===== src/hw/core_pkg.sv =====
// Datapath types of the execution slice.
// Register values, register indices and the commit counter width.

`default_nettype none

package core_pkg;

    // One architectural register value
    typedef logic [31:0] data_t;

    // Register index, 16 registers
    typedef logic [3:0] reg_idx_t;

    // Commit counter, wraps at 16 bits
    typedef logic [15:0] count_t;

    // Size of the register file
    // Register 0 reads zero and ignores writes
    localparam int REG_COUNT = 16;

endpackage

`default_nettype wire


===== src/hw/isa_pkg.sv =====
// Instruction encoding of the execution slice.
// Word layout, field types and opcode values shared by decode, execute
// and the testbench. Referenced by scoped names only.

`default_nettype none

package isa_pkg;

    // Full instruction word
    // [31:28] opcode, [27:24] rd, [23:20] rs1, [19:16] rs2, [15:0] immediate
    typedef logic [31:0] inst_t;

    // Operation code field
    typedef logic [3:0] opcode_t;

    // Immediate field, signed for ADDI and upper half for LUI
    typedef logic [15:0] imm_t;

    // Register-register ALU operations
    localparam opcode_t OP_NOP  = 4'd0;
    localparam opcode_t OP_ADD  = 4'd1;
    localparam opcode_t OP_SUB  = 4'd2;
    localparam opcode_t OP_AND  = 4'd3;
    localparam opcode_t OP_OR   = 4'd4;
    localparam opcode_t OP_XOR  = 4'd5;
    // Shift amount is the low 5 bits of rs2
    localparam opcode_t OP_SLL  = 4'd6;
    localparam opcode_t OP_SRL  = 4'd7;

    // Immediate forms
    localparam opcode_t OP_ADDI = 4'd8;
    localparam opcode_t OP_LUI  = 4'd9;

    // Codes 10 to 15 are unused and behave as NOP

endpackage

`default_nettype wire

===== src/hw/regfile_if.sv =====
// Two combinational read ports into the register file.
// Decode supplies the indices, result returns the data in the same
// cycle, with write-through and register 0 forced to zero.

`default_nettype none

interface regfile_if;

    // Read indices from decode
    core_pkg::reg_idx_t rs1_idx;
    core_pkg::reg_idx_t rs2_idx;

    // Read data back from result
    core_pkg::data_t    rs1_data;
    core_pkg::data_t    rs2_data;

    modport requester (output rs1_idx, rs2_idx, input rs1_data, rs2_data);

    modport provider (input rs1_idx, rs2_idx, output rs1_data, rs2_data);

endinterface

`default_nettype wire


===== src/hw/issue_if.sv =====
// Decoded operation passed from decode to execute.
// Decode drives it from its stage register, execute consumes it.
// valid is high for one cycle per real (non-NOP) operation.

`default_nettype none

interface issue_if;

    logic                 valid;
    isa_pkg::opcode_t     op;
    core_pkg::reg_idx_t   rd;
    // Source operands, already resolved
    core_pkg::data_t      operand_a;
    // Holds the shaped immediate for ADDI and LUI
    core_pkg::data_t      operand_b;

    modport producer (output valid, op, rd, operand_a, operand_b);

    modport consumer (input valid, op, rd, operand_a, operand_b);

endinterface

`default_nettype wire


===== src/hw/mini_core.sv =====
// Top level of the execution slice.
// Wires decode, execute and result together. One instruction per strobe
// on inst_valid, one commit report per real operation three stages later.

`default_nettype none

module mini_core (
    input  logic               clock,
    input  logic               reset,
    input  logic               inst_valid,
    input  isa_pkg::inst_t     inst,
    output logic               commit_valid,
    output core_pkg::reg_idx_t commit_rd,
    output core_pkg::data_t    commit_data,
    output core_pkg::count_t   commit_count
);

    // Decode to execute
    issue_if   issue_bus ();
    // Decode reads, result answers
    regfile_if rf_bus ();

    // Execute back to decode, same cycle
    logic               bypass_valid;
    core_pkg::reg_idx_t bypass_rd;
    core_pkg::data_t    bypass_data;

    // Execute to result, registered
    logic               wb_valid;
    core_pkg::reg_idx_t wb_rd;
    core_pkg::data_t    wb_data;

    decode u_decode (
        .clock        (clock),
        .reset        (reset),
        .inst_valid   (inst_valid),
        .inst         (inst),
        .bypass_valid (bypass_valid),
        .bypass_rd    (bypass_rd),
        .bypass_data  (bypass_data),
        .rf           (rf_bus.requester),
        .issue        (issue_bus.producer)
    );

    execute u_execute (
        .clock        (clock),
        .reset        (reset),
        .issue        (issue_bus.consumer),
        .bypass_valid (bypass_valid),
        .bypass_rd    (bypass_rd),
        .bypass_data  (bypass_data),
        .wb_valid     (wb_valid),
        .wb_rd        (wb_rd),
        .wb_data      (wb_data)
    );

    result u_result (
        .clock        (clock),
        .reset        (reset),
        .wb_valid     (wb_valid),
        .wb_rd        (wb_rd),
        .wb_data      (wb_data),
        .rf           (rf_bus.provider),
        .commit_valid (commit_valid),
        .commit_rd    (commit_rd),
        .commit_data  (commit_data),
        .commit_count (commit_count)
    );

endmodule

`default_nettype wire


===== src/hw/result.sv =====
// Commit stage of the execution slice.
// Owns the register file, serves decode's two read ports with
// write-through, and registers the commit report and commit count.

`default_nettype none

module result (
    input  logic               clock,
    input  logic               reset,
    input  logic               wb_valid,
    input  core_pkg::reg_idx_t wb_rd,
    input  core_pkg::data_t    wb_data,
    regfile_if.provider        rf,
    output logic               commit_valid,
    output core_pkg::reg_idx_t commit_rd,
    output core_pkg::data_t    commit_data,
    output core_pkg::count_t   commit_count
);

    ////////////////////
    // Register file
    ////////////////////

    core_pkg::data_t regs [core_pkg::REG_COUNT];

    // Cleared on reset
    // Register 0 is never written
    always_ff @(posedge clock) begin
        if (reset) begin
            regs <= '{default: '0};
        end else if (wb_valid && (wb_rd != '0)) begin
            regs[wb_rd] <= wb_data;
        end
    end

    // One read port
    // Zero register first, then the value being written this cycle
    function automatic core_pkg::data_t read_reg(input core_pkg::reg_idx_t idx);
        if (idx == '0) begin
            return '0;
        end
        if (wb_valid && (wb_rd == idx)) begin
            return wb_data;
        end
        return regs[idx];
    endfunction

    // Distance-2 hazards resolve through the write-through above
    always_comb begin
        rf.rs1_data = read_reg(rf.rs1_idx);
        rf.rs2_data = read_reg(rf.rs2_idx);
    end

    ////////////////////
    // Commit report
    ////////////////////

    always_ff @(posedge clock) begin
        if (reset) begin
            commit_valid <= 1'b0;
            commit_count <= '0;
        end else begin
            commit_valid <= wb_valid;
            // Counter wraps at 16 bits
            if (wb_valid) begin
                commit_count <= commit_count + 1'b1;
            end
        end
    end

    // Reports the computed value, including writes aimed at register 0
    always_ff @(posedge clock) begin
        commit_rd   <= wb_rd;
        commit_data <= wb_data;
    end

    // Execute must hand over a resolved index and value with every write
    a_wb_known: assert property (@(posedge clock) disable iff (reset)
        wb_valid |-> !$isunknown({wb_rd, wb_data}))
        else $error("result: write-back carries unknown bits while wb_valid is high");

endmodule

`default_nettype wire


===== src/hw/execute.sv =====
// Execute stage of the execution slice.
// Computes the ALU result of the operation held in decode's stage
// register, offers it back to decode as a bypass in the same cycle and
// registers it for the commit stage.

`default_nettype none

module execute (
    input  logic               clock,
    input  logic               reset,
    issue_if.consumer          issue,
    output logic               bypass_valid,
    output core_pkg::reg_idx_t bypass_rd,
    output core_pkg::data_t    bypass_data,
    output logic               wb_valid,
    output core_pkg::reg_idx_t wb_rd,
    output core_pkg::data_t    wb_data
);

    core_pkg::data_t alu_result;

    // ALU, operand_b already carries the immediate forms
    always_comb begin
        case (issue.op)
            isa_pkg::OP_ADD:  alu_result = issue.operand_a + issue.operand_b;
            isa_pkg::OP_SUB:  alu_result = issue.operand_a - issue.operand_b;
            isa_pkg::OP_AND:  alu_result = issue.operand_a & issue.operand_b;
            isa_pkg::OP_OR:   alu_result = issue.operand_a | issue.operand_b;
            isa_pkg::OP_XOR:  alu_result = issue.operand_a ^ issue.operand_b;
            // Shift by low 5 bits only
            isa_pkg::OP_SLL:  alu_result = issue.operand_a << issue.operand_b[4:0];
            isa_pkg::OP_SRL:  alu_result = issue.operand_a >> issue.operand_b[4:0];
            isa_pkg::OP_ADDI: alu_result = issue.operand_a + issue.operand_b;
            // Upper half already placed by decode
            isa_pkg::OP_LUI:  alu_result = issue.operand_b;
            default:          alu_result = '0;
        endcase
    end

    // Distance-1 forwarding path into decode
    // Writes to register 0 are never forwarded
    assign bypass_valid = issue.valid && (issue.rd != '0);
    assign bypass_rd    = issue.rd;
    assign bypass_data  = alu_result;

    // Writeback stage register
    always_ff @(posedge clock) begin
        if (reset) begin
            wb_valid <= 1'b0;
        end else begin
            // rd 0 still commits, only the bypass is held back
            wb_valid <= issue.valid;
        end
    end

    always_ff @(posedge clock) begin
        wb_rd   <= issue.rd;
        wb_data <= alu_result;
    end

    // Decode's valid must stay resolved once out of reset
    a_issue_valid_known: assert property (@(posedge clock) disable iff (reset)
        !$isunknown(issue.valid))
        else $error("execute: issue.valid is unknown");

endmodule

`default_nettype wire


===== src/hw/decode.sv =====
// Decode stage of the execution slice.
// Splits the instruction word, reads the register file, resolves operand
// hazards with the execute bypass and loads the issue stage register on
// the same edge that samples the instruction.

`default_nettype none

module decode (
    input  logic               clock,
    input  logic               reset,
    input  logic               inst_valid,
    input  isa_pkg::inst_t     inst,
    input  logic               bypass_valid,
    input  core_pkg::reg_idx_t bypass_rd,
    input  core_pkg::data_t    bypass_data,
    regfile_if.requester       rf,
    issue_if.producer          issue
);

    ////////////////////
    // Field extraction
    ////////////////////

    isa_pkg::opcode_t   op;
    core_pkg::reg_idx_t rd;
    core_pkg::reg_idx_t rs1;
    core_pkg::reg_idx_t rs2;
    isa_pkg::imm_t      imm;

    assign op  = inst[31:28];
    assign rd  = inst[27:24];
    assign rs1 = inst[23:20];
    assign rs2 = inst[19:16];
    assign imm = inst[15:0];

    // Register file read indices
    assign rf.rs1_idx = rs1;
    assign rf.rs2_idx = rs2;

    // Only ADD through LUI issue, NOP and unused codes drop out here
    logic op_known;
    assign op_known = (op >= isa_pkg::OP_ADD) && (op <= isa_pkg::OP_LUI);

    ////////////////////
    // Operand select
    ////////////////////

    core_pkg::data_t src_a;
    core_pkg::data_t src_b;
    core_pkg::data_t operand_b_sel;

    // Bypass from execute wins, register file already covers write-through
    // No index 0 check here, execute never raises bypass_valid for rd 0
    always_comb begin
        src_a = rf.rs1_data;
        if (bypass_valid && (bypass_rd == rs1)) begin
            src_a = bypass_data;
        end
        src_b = rf.rs2_data;
        if (bypass_valid && (bypass_rd == rs2)) begin
            src_b = bypass_data;
        end
    end

    // Immediate shaping for the two immediate forms
    always_comb begin
        case (op)
            isa_pkg::OP_ADDI: operand_b_sel = {{16{imm[15]}}, imm};
            isa_pkg::OP_LUI:  operand_b_sel = {imm, 16'h0000};
            default:          operand_b_sel = src_b;
        endcase
    end

    ////////////////////
    // Stage register
    ////////////////////

    always_ff @(posedge clock) begin
        if (reset) begin
            issue.valid <= 1'b0;
        end else begin
            issue.valid <= inst_valid && op_known;
        end
    end

    // Payload follows every edge, qualified by valid downstream
    always_ff @(posedge clock) begin
        issue.op        <= op;
        issue.rd        <= rd;
        issue.operand_a <= src_a;
        issue.operand_b <= operand_b_sel;
    end

    // Driver must present a clean word whenever the strobe is up
    a_inst_known: assert property (@(posedge clock) disable iff (reset)
        inst_valid |-> !$isunknown(inst))
        else $error("decode: inst has unknown bits while inst_valid is high");

endmodule

`default_nettype wire


===== config.mk =====
export PLATFORM = sky130hd
export DESIGN_NAME = mini_core
export DESIGN_NICKNAME = d
export VERILOG_FILES = /design/src/hw/core_pkg.sv /design/src/hw/isa_pkg.sv /design/src/hw/regfile_if.sv /design/src/hw/issue_if.sv /design/src/hw/mini_core.sv /design/src/hw/result.sv /design/src/hw/execute.sv /design/src/hw/decode.sv
export SDC_FILE = /design/constraint.sdc
export NUM_CORES = 2
export LEC_CHECK = 0
export ABC_AREA = 1
export BUFFER_PORTS_ARGS = -buffer_cell sky130_fd_sc_hd__clkbuf_2
export CAP_MARGIN = 25
export CORE_ASPECT_RATIO = 0.8
export CORE_MARGIN = 2
export CORE_UTILIZATION = 45
export CTS_BUF_LIST = sky130_fd_sc_hd__clkbuf_4 sky130_fd_sc_hd__clkbuf_8
export DETAILED_ROUTE_END_ITERATION = 8
export SYNTH_ARGS = -nofsm -noshare
export SYNTH_HDL_FRONTEND = slang
export SYNTH_SLANG_ARGS = --single-unit

===== constraint.sdc =====
create_clock -name clock -period 8.88 [get_ports clock]
set_clock_uncertainty 0.15 [all_clocks]
set_input_delay 1.332 -clock clock [delete_from_list [all_inputs] [get_ports clock]]
set_output_delay 1.332 -clock clock [all_outputs]
set_load 0.02 [all_outputs]

=== Word-level counts from Yosys, hierarchy flattened ===
Index checks and enable logic that the tools add are counted.

* Add/sub/neg operators: 3
* Multiply operators: 0
* Divide/modulo/power cells: 0
* Order comparisons: 6
* Equality and inequality tests: 15
* Shifts and indexed selects: 2
* Muxes and demuxes: 27
* Bitwise operators: 6
* Reduce and logical (&&, ||, !) cells: 14

{| class="wikitable"
|+ Operator list
! operator !! count
|-
| $bwmux 512 || 1
|-
| $mux 32 || 15
|-
| $bmux 32 s4 || 2
|-
| $pmux 32 s8 || 1
|-
| $demux 32 s4 || 1
|-
| $pmux 32 s2 || 1
|-
| $add 32x32->32 || 1
|-
| $and 32x32->32 || 1
|-
| $or 32x32->32 || 1
|-
| $shl 32x5->32 || 1
|-
| $shr 32x5->32 || 1
|-
| $sub 32x32->32 || 1
|-
| $xor 32x32->32 || 1
|-
| $add 16x1->16 const B || 1
|-
| $eq 4x3->1 const B || 4
|-
| $eq 4x4->1 || 4
|-
| $eq 4x4->1 const B || 4
|-
| $ge 5x5->1 const B || 3
|-
| $not 4->5 || 3
|-
| $logic_and 1x1->1 || 9
|-
| $eq 4x2->1 const B || 2
|-
| $logic_not 4->1 || 2
|-
| $reduce_bool 4->1 || 2
|-
| $mux 1 || 6
|-
| other kinds (5) || 5
|}

* Flip-flop bits (word level): 675
* Latch bits: 0
* Bits in writable memories: 0
* Bits in read-only memories: 0
* Input port bits: 35
* Output and inout port bits: 53
* Logic and storage cells: 101
* Memories kept: 0

=== Logic depth before layout (Yosys ltp) ===
* Depth in word-level cells: 8
* Gate-level depth with buffers: 27

=== Cells and area by module ===
From an unflattened synthesis, not the netlist that was laid out.

* Cell total of the unflattened synthesis: 7250
* Area, all modules: 43280.3 µm²

{| class="wikitable"
|+ Modules (own cells, without submodules)
! module !! times used !! cells an instance !! area each (µm²) !! sequential area each (µm²)
|-
| result || 1 || 4999 || 30330.3 || 11310.8
|-
| execute || 1 || 1782 || 9491.6 || 740.7
|-
| decode || 1 || 469 || 3458.3 || 1461.4
|}

=== Least setup slack after synthesis ===
No wires, ideal clock.

* Path type: register -> register
* Start point: register u_decode.issue.operand_b[1]
* End point: register u_decode.issue.operand_b[28]
* Setup time: 113 ps
* Arrival: 3118 ps
* Data required time: 8617 ps
* Setup slack: 5499 ps
* Stages on the path, launching flop included: 26
* Path buffers: 2
* Cell sequence: dfxtp_1 inv_2 buf_2 buf_2 ha_1 nand3_1 inv_2 nand4_1 o21ai_0 o21ai_0 xor2_1 ha_1 nand2_1 nor2_1 inv_1 nor2_1 and2_1 nand2_1 nand2_1 nand2_1 nand3_1 nand2_1 nand2_1 nand2_1 nand2_1 nand2_1

* Cells in the longest elaborated chain, start to end: 4
* Elaborated cells on any way between the ends: 7
* Classes of those cells: add/sub: 2; shift: 2; mux: 3

{| class="wikitable"
|+ RTL lines
! item !! line !! RTL
|-
| from (decl) || issue_if.sv:17 || <nowiki>modport producer (output valid, op, rd, operand_a, operand_b);</nowiki>
|-
| from (signal assigned) || decode.sv:91 || <nowiki>issue.operand_b <= operand_b_sel;</nowiki>
|-
| $add 32x32->32, or another cell as far along || execute.sv:25, execute.sv:33 ||
|-
| $pmux 32 s8 (*) || execute.sv:24 || <nowiki>case (issue.op)</nowiki>
|-
| net bypass_data[28] || mini_core.sv:26 || <nowiki>core_pkg::data_t bypass_data;</nowiki>
|-
| $mux 32 (*) || decode.sv:60 || <nowiki>if (bypass_valid && (bypass_rd == rs2)) begin</nowiki>
|-
| $pmux 32 s2 (*) || decode.sv:67 || <nowiki>case (op)</nowiki>
|-
| net u_decode.operand_b_sel[28] || decode.sv:50 || <nowiki>core_pkg::data_t operand_b_sel;</nowiki>
|}

The timed path passes the listed nets; every way through them passes the cells marked *.
A chain may end at the register's enable or synchronous reset.

=== Final worst setup path ===
* Start point: register u_decode.issue.operand_b[2]
* End point: register u_decode.issue.operand_b[18]

The elaborated chain is that of the path after synthesis.

==> results by group <==
Clock tree
  – H-tree Lvls: 3
  – Clock buffer depth: 3
  – Worst-Skew Late Latency: 0.77 ns
  – Clk sinks: 675
  – Post-CTS Setup Repair Bufs: 0
  – Post-cts resize count: 0
  – Clock slew at reported path FFs: 0.07 ns
  – Cts bufs inserted: 112
  – CTS tree: done
  – CTS root buf: clkbuf_8
  – # hold bufs at CTS: 0

Route
  – Wire per inst: 23.32 um
  – Drt total wl: 169.8 mm
  – 1st-iter DRT viols: 6236
  – DRC violations left: 0
  – Via count: 43580
  – DR vias/cell: 5.985
  – DRT Pass-1 Iters: 8
  – DRT antenna net count: 0

Power and ir drop
  – Final Total Pwr: 8.526 mW
  – Leak: 18.51 nW
  – Sequential share of power: 40.2%
  – Gate power share: 23.7%
  – Switching Power: 3.147 mW
  – Clk pwr share: 36.0%
  – Sw frac: 36.91%
  – Peak VDD IR: 0.1391 mV
  – Pwr dens: 197.6 nW/um2
  – Internal: 5.380 mW

Die
  – Die Area: 90950 um2
  – Die height: 270.1 um
  – Io pins: 88
  – DIE WIDTH: 336.7 um
  – Starting Density: 45.47%
  – Core Area: 87630 um2
  – Row count: 97

Worst setup path
  – CP Launch Type: flop
  – Critical path required time: 9.43 ns
  – Critical path type: flop to flop
  – Critical path peak fanout: 56
  – Crit Reg-Reg Startpoint: u_decode.issue.operand_b[2]
  – R2R Setup Slk: 3.92 ns
  – CP arrival: 5.51 ns
  – FF-to-FF End: u_decode.issue.operand_b[18]
  – Setup crit end kind: flop
  – Worst Reg-to-Reg Cells: 21

Logic synthesis
  – Synthesized area: 39840 um2
  – Top post-synthesis cells by area: dfxtp_1 (34%), o21ai_0 (12%), nand2_1 (11%)
  – Asr flop ratio synth: 0%
  – Xor/xnor share of the synthesized area: 0.9453%
  – Mux cell area share after synthesis: 0%
  – Synth top cells by count: nand2_1 (1140), o21ai_0 (971), dfxtp_1 (675), a21oi_1 (674), nor2_1 (597)
  – Post-synthesis cell count: 6197
  – Top-count cell post-synth: nand2_1
  – Simple-gate share of the synthesized area: 25.71%
  – Post-synthesis cell type count: 55
  – Syn nets: 6334
  – Post-synth top area share: 33.92%
  – Number of synthesis warnings: 0
  – Syn avg cell area: 6.429 um2
  – Post-synthesis sequential area ratio: 33.92%
  – Largest family of logic cells by synthesized area: compound AO/OA/AOI/OAI gates
  – Post-synth top flop: dfxtp_1
  – Number of synthesized flops with an enable pin: 0
  – Synth Area in Adders: 3.222%
  – #FFs+latches synth: 675
  – Largest area contributor in the netlist: dfxtp_1
  – Synth Area in Compound Gates: 26.14%

STA
  – Tcrit/Tclk final: 55.90%
  – Pins Over Slew Limit: 0
  – Final setup fails: 0
  – Final Hold Viols: 0
  – Setup repair after global routing missed its margin: false
  – Crit path time final: 4.964 ns
  – Slew HR: 24.04%
  – Setup TNS: 0 ns
  – Slew of the pin with the lowest slew margin: 1.138 ns
  – Peak Freq: 201.5 MHz
  – Fin worst setup slack: 3.916 ns

Cells and area
  – Layout fillers: 9137
  – Multi-input gate area: 22460 um2
  – ANT cells: 0
  – Area grow syn2layout: 8.319%
  – Proportion of layout cells with a drive suffix above 1: 7.336%
  – Nets: 6139
  – FF/Latch Area: 13520 um2

Global routing
  – Grt ovf: 0
  – Routing usage on met2: 50.95%
  – GR Util All Layers: 36.14%
  – Met1 usage: 53.14%
  – Pin count of the biggest net entering global routing: 186
  – Vias in the first global route: 38130
  – First-pass GRT wire length: 251.1 mm
  – Initial antenna violation count: 0
  – Met3 Resource Use GR: 8.063%
  – Busiest grt layer: met1

Min path
  – Hold EP: u_result.commit_data[8]
  – Worst min path class: flop to flop
  – Hold path cells: 0
  – Hold wc startpoint: u_execute.wb_data[8]

Outcome
  – Status: finished clean

Placed design
  – Port-buffer cells: 87
  – DP Wirelength: 112.9 mm
  – Dpl ws: 4.170 ns
  – Routability Congestion: 1.049

Run
  – Max cap viols: 0
[layout make-up]
cell class                 instances  area share [%]
inverter                         529           4.636
multi-input combinational       4517           52.03
clock buffer                     172           4.992
clock inverter                    33          0.7364
timing repair buffer             167           2.841
tap                             1188           3.444
sequential                       675           31.32
[stage by stage]
step	hold slack, ns	instances	cell area [um2]	util [%]
2_1_floorplan	0.1961	6197	39840	-
3_3_place_gp	0.2461	7068	40480	46.19
3_5_place_dp	0.2377	7073	40600	46.33
4_1_cts	0.2450	7278	43070	49.16
5_1_grt	0.2534	7281	43160	49.25
6_report	0.2491	7281	43160	49.25
[registers in the layout, indices dropped and copies added, names as in the netlist]
name and cells:
u_result.commit_count 16, u_execute.wb_rd 4, u_execute.wb_data 32, u_decode.issue.rd 4, u_decode.issue.operand_a 32, u_result.commit_valid 1, u_decode.issue.op 4, u_result.regs 512
u_decode.issue.operand_b 32, u_decode.issue.valid 1, u_result.commit_data 32, u_result.commit_rd 4, u_execute.wb_valid 1
[power by group through the flow]
| stage | Sequential [mW] | Combinational (mW) | Clock [mW] |
|---|---|---|---|
| floorplan | 3.33 | 1.29 | 0 |
| global placement | 3.49 | 1.91 | 0 |
| detailed placement | 3.48 | 1.93 | 0 |
| CTS | 3.42 | 1.94 | 3.10 |
| global route | 3.43 | 2.19 | 3.25 |
| finish | 3.43 | 2.02 | 3.07 |
[worst max path at each step]
| stage | start | end | slack, ns | depth (start not counted) |
|---|---|---|---|---|
| floorplan | u_decode.issue.operand_b[1] | u_decode.issue.operand_b[28] | 5.50 | 25 |
| global placement | inst[20] | u_decode.issue.operand_a[24] | 4.10 | 9 |
| detailed placement | u_decode.issue.operand_b[2] | u_decode.issue.operand_b[18] | 4.17 | 21 |
| CTS | u_decode.issue.operand_b[2] | u_decode.issue.operand_b[18] | 4.15 | 21 |
| global route | u_decode.issue.operand_b[2] | u_decode.issue.operand_b[18] | 3.74 | 21 |
| finish | u_decode.issue.operand_b[2] | u_decode.issue.operand_b[18] | 3.92 | 21 |
[layout by cell type, fill, tap and decap left out, types with 9 or more instances in the layout]
cell type / n
nor2_2: 10
inv_2: 21
nor2_1: 581
o22ai_1: 10
o211ai_1: 232
clkbuf_2: 83
clkbuf_4: 34
dfxtp_1: 673
a21oi_1: 674
ha_1: 101
o21ai_0: 971
o21ai_1: 23
clkinv_2: 23
nand2_1: 1140
nor3_1: 20
nand3_1: 544
clkbuf_8: 138
nor2_4: 16
o221ai_1: 9
xor2_1: 40
inv_1: 497
nand4_1: 76
buf_4: 71
[cells by family after synthesis]
| kind of cell | count (synthesis) |
|---|---|
| xor gates and xnor gates | 43 |
| adders and majority gates | 102 |
| and+or+nand+nor | 2431 |
| AOI/OAI and AO/OA | 1941 |
| buffers and inverters | 1005 |
| DFF | 675 |
[metal layers]
metal	vias to the layer above	wire, um
met5	-	0
met4	0	6638
met3	348	20200
met2	2599	68320
met1	20160	74640
li1	20470	-
[critical path, stage by stage, from the launching register on]
cell and delay [ns]:
dfxtp_2 0.49, inv_1 0.11, buf_4 0.53, nand3_1 0.35, inv_2 0.17, nand4_1 0.18, o21ai_0 0.31, o21ai_0 0.16
xor2_1 0.19, ha_1 0.41, nand2_1 0.12, nor2_1 0.24, inv_1 0.06, nor2_1 0.16, nand4_1 0.11, nand3_1 0.18
nor2_1 0.06, o21ai_1 0.57, nand2_1 0.10, nand2_1 0.09, nand2_1 0.06, nand2_1 0.06
(Power assumes the default switching activity.)
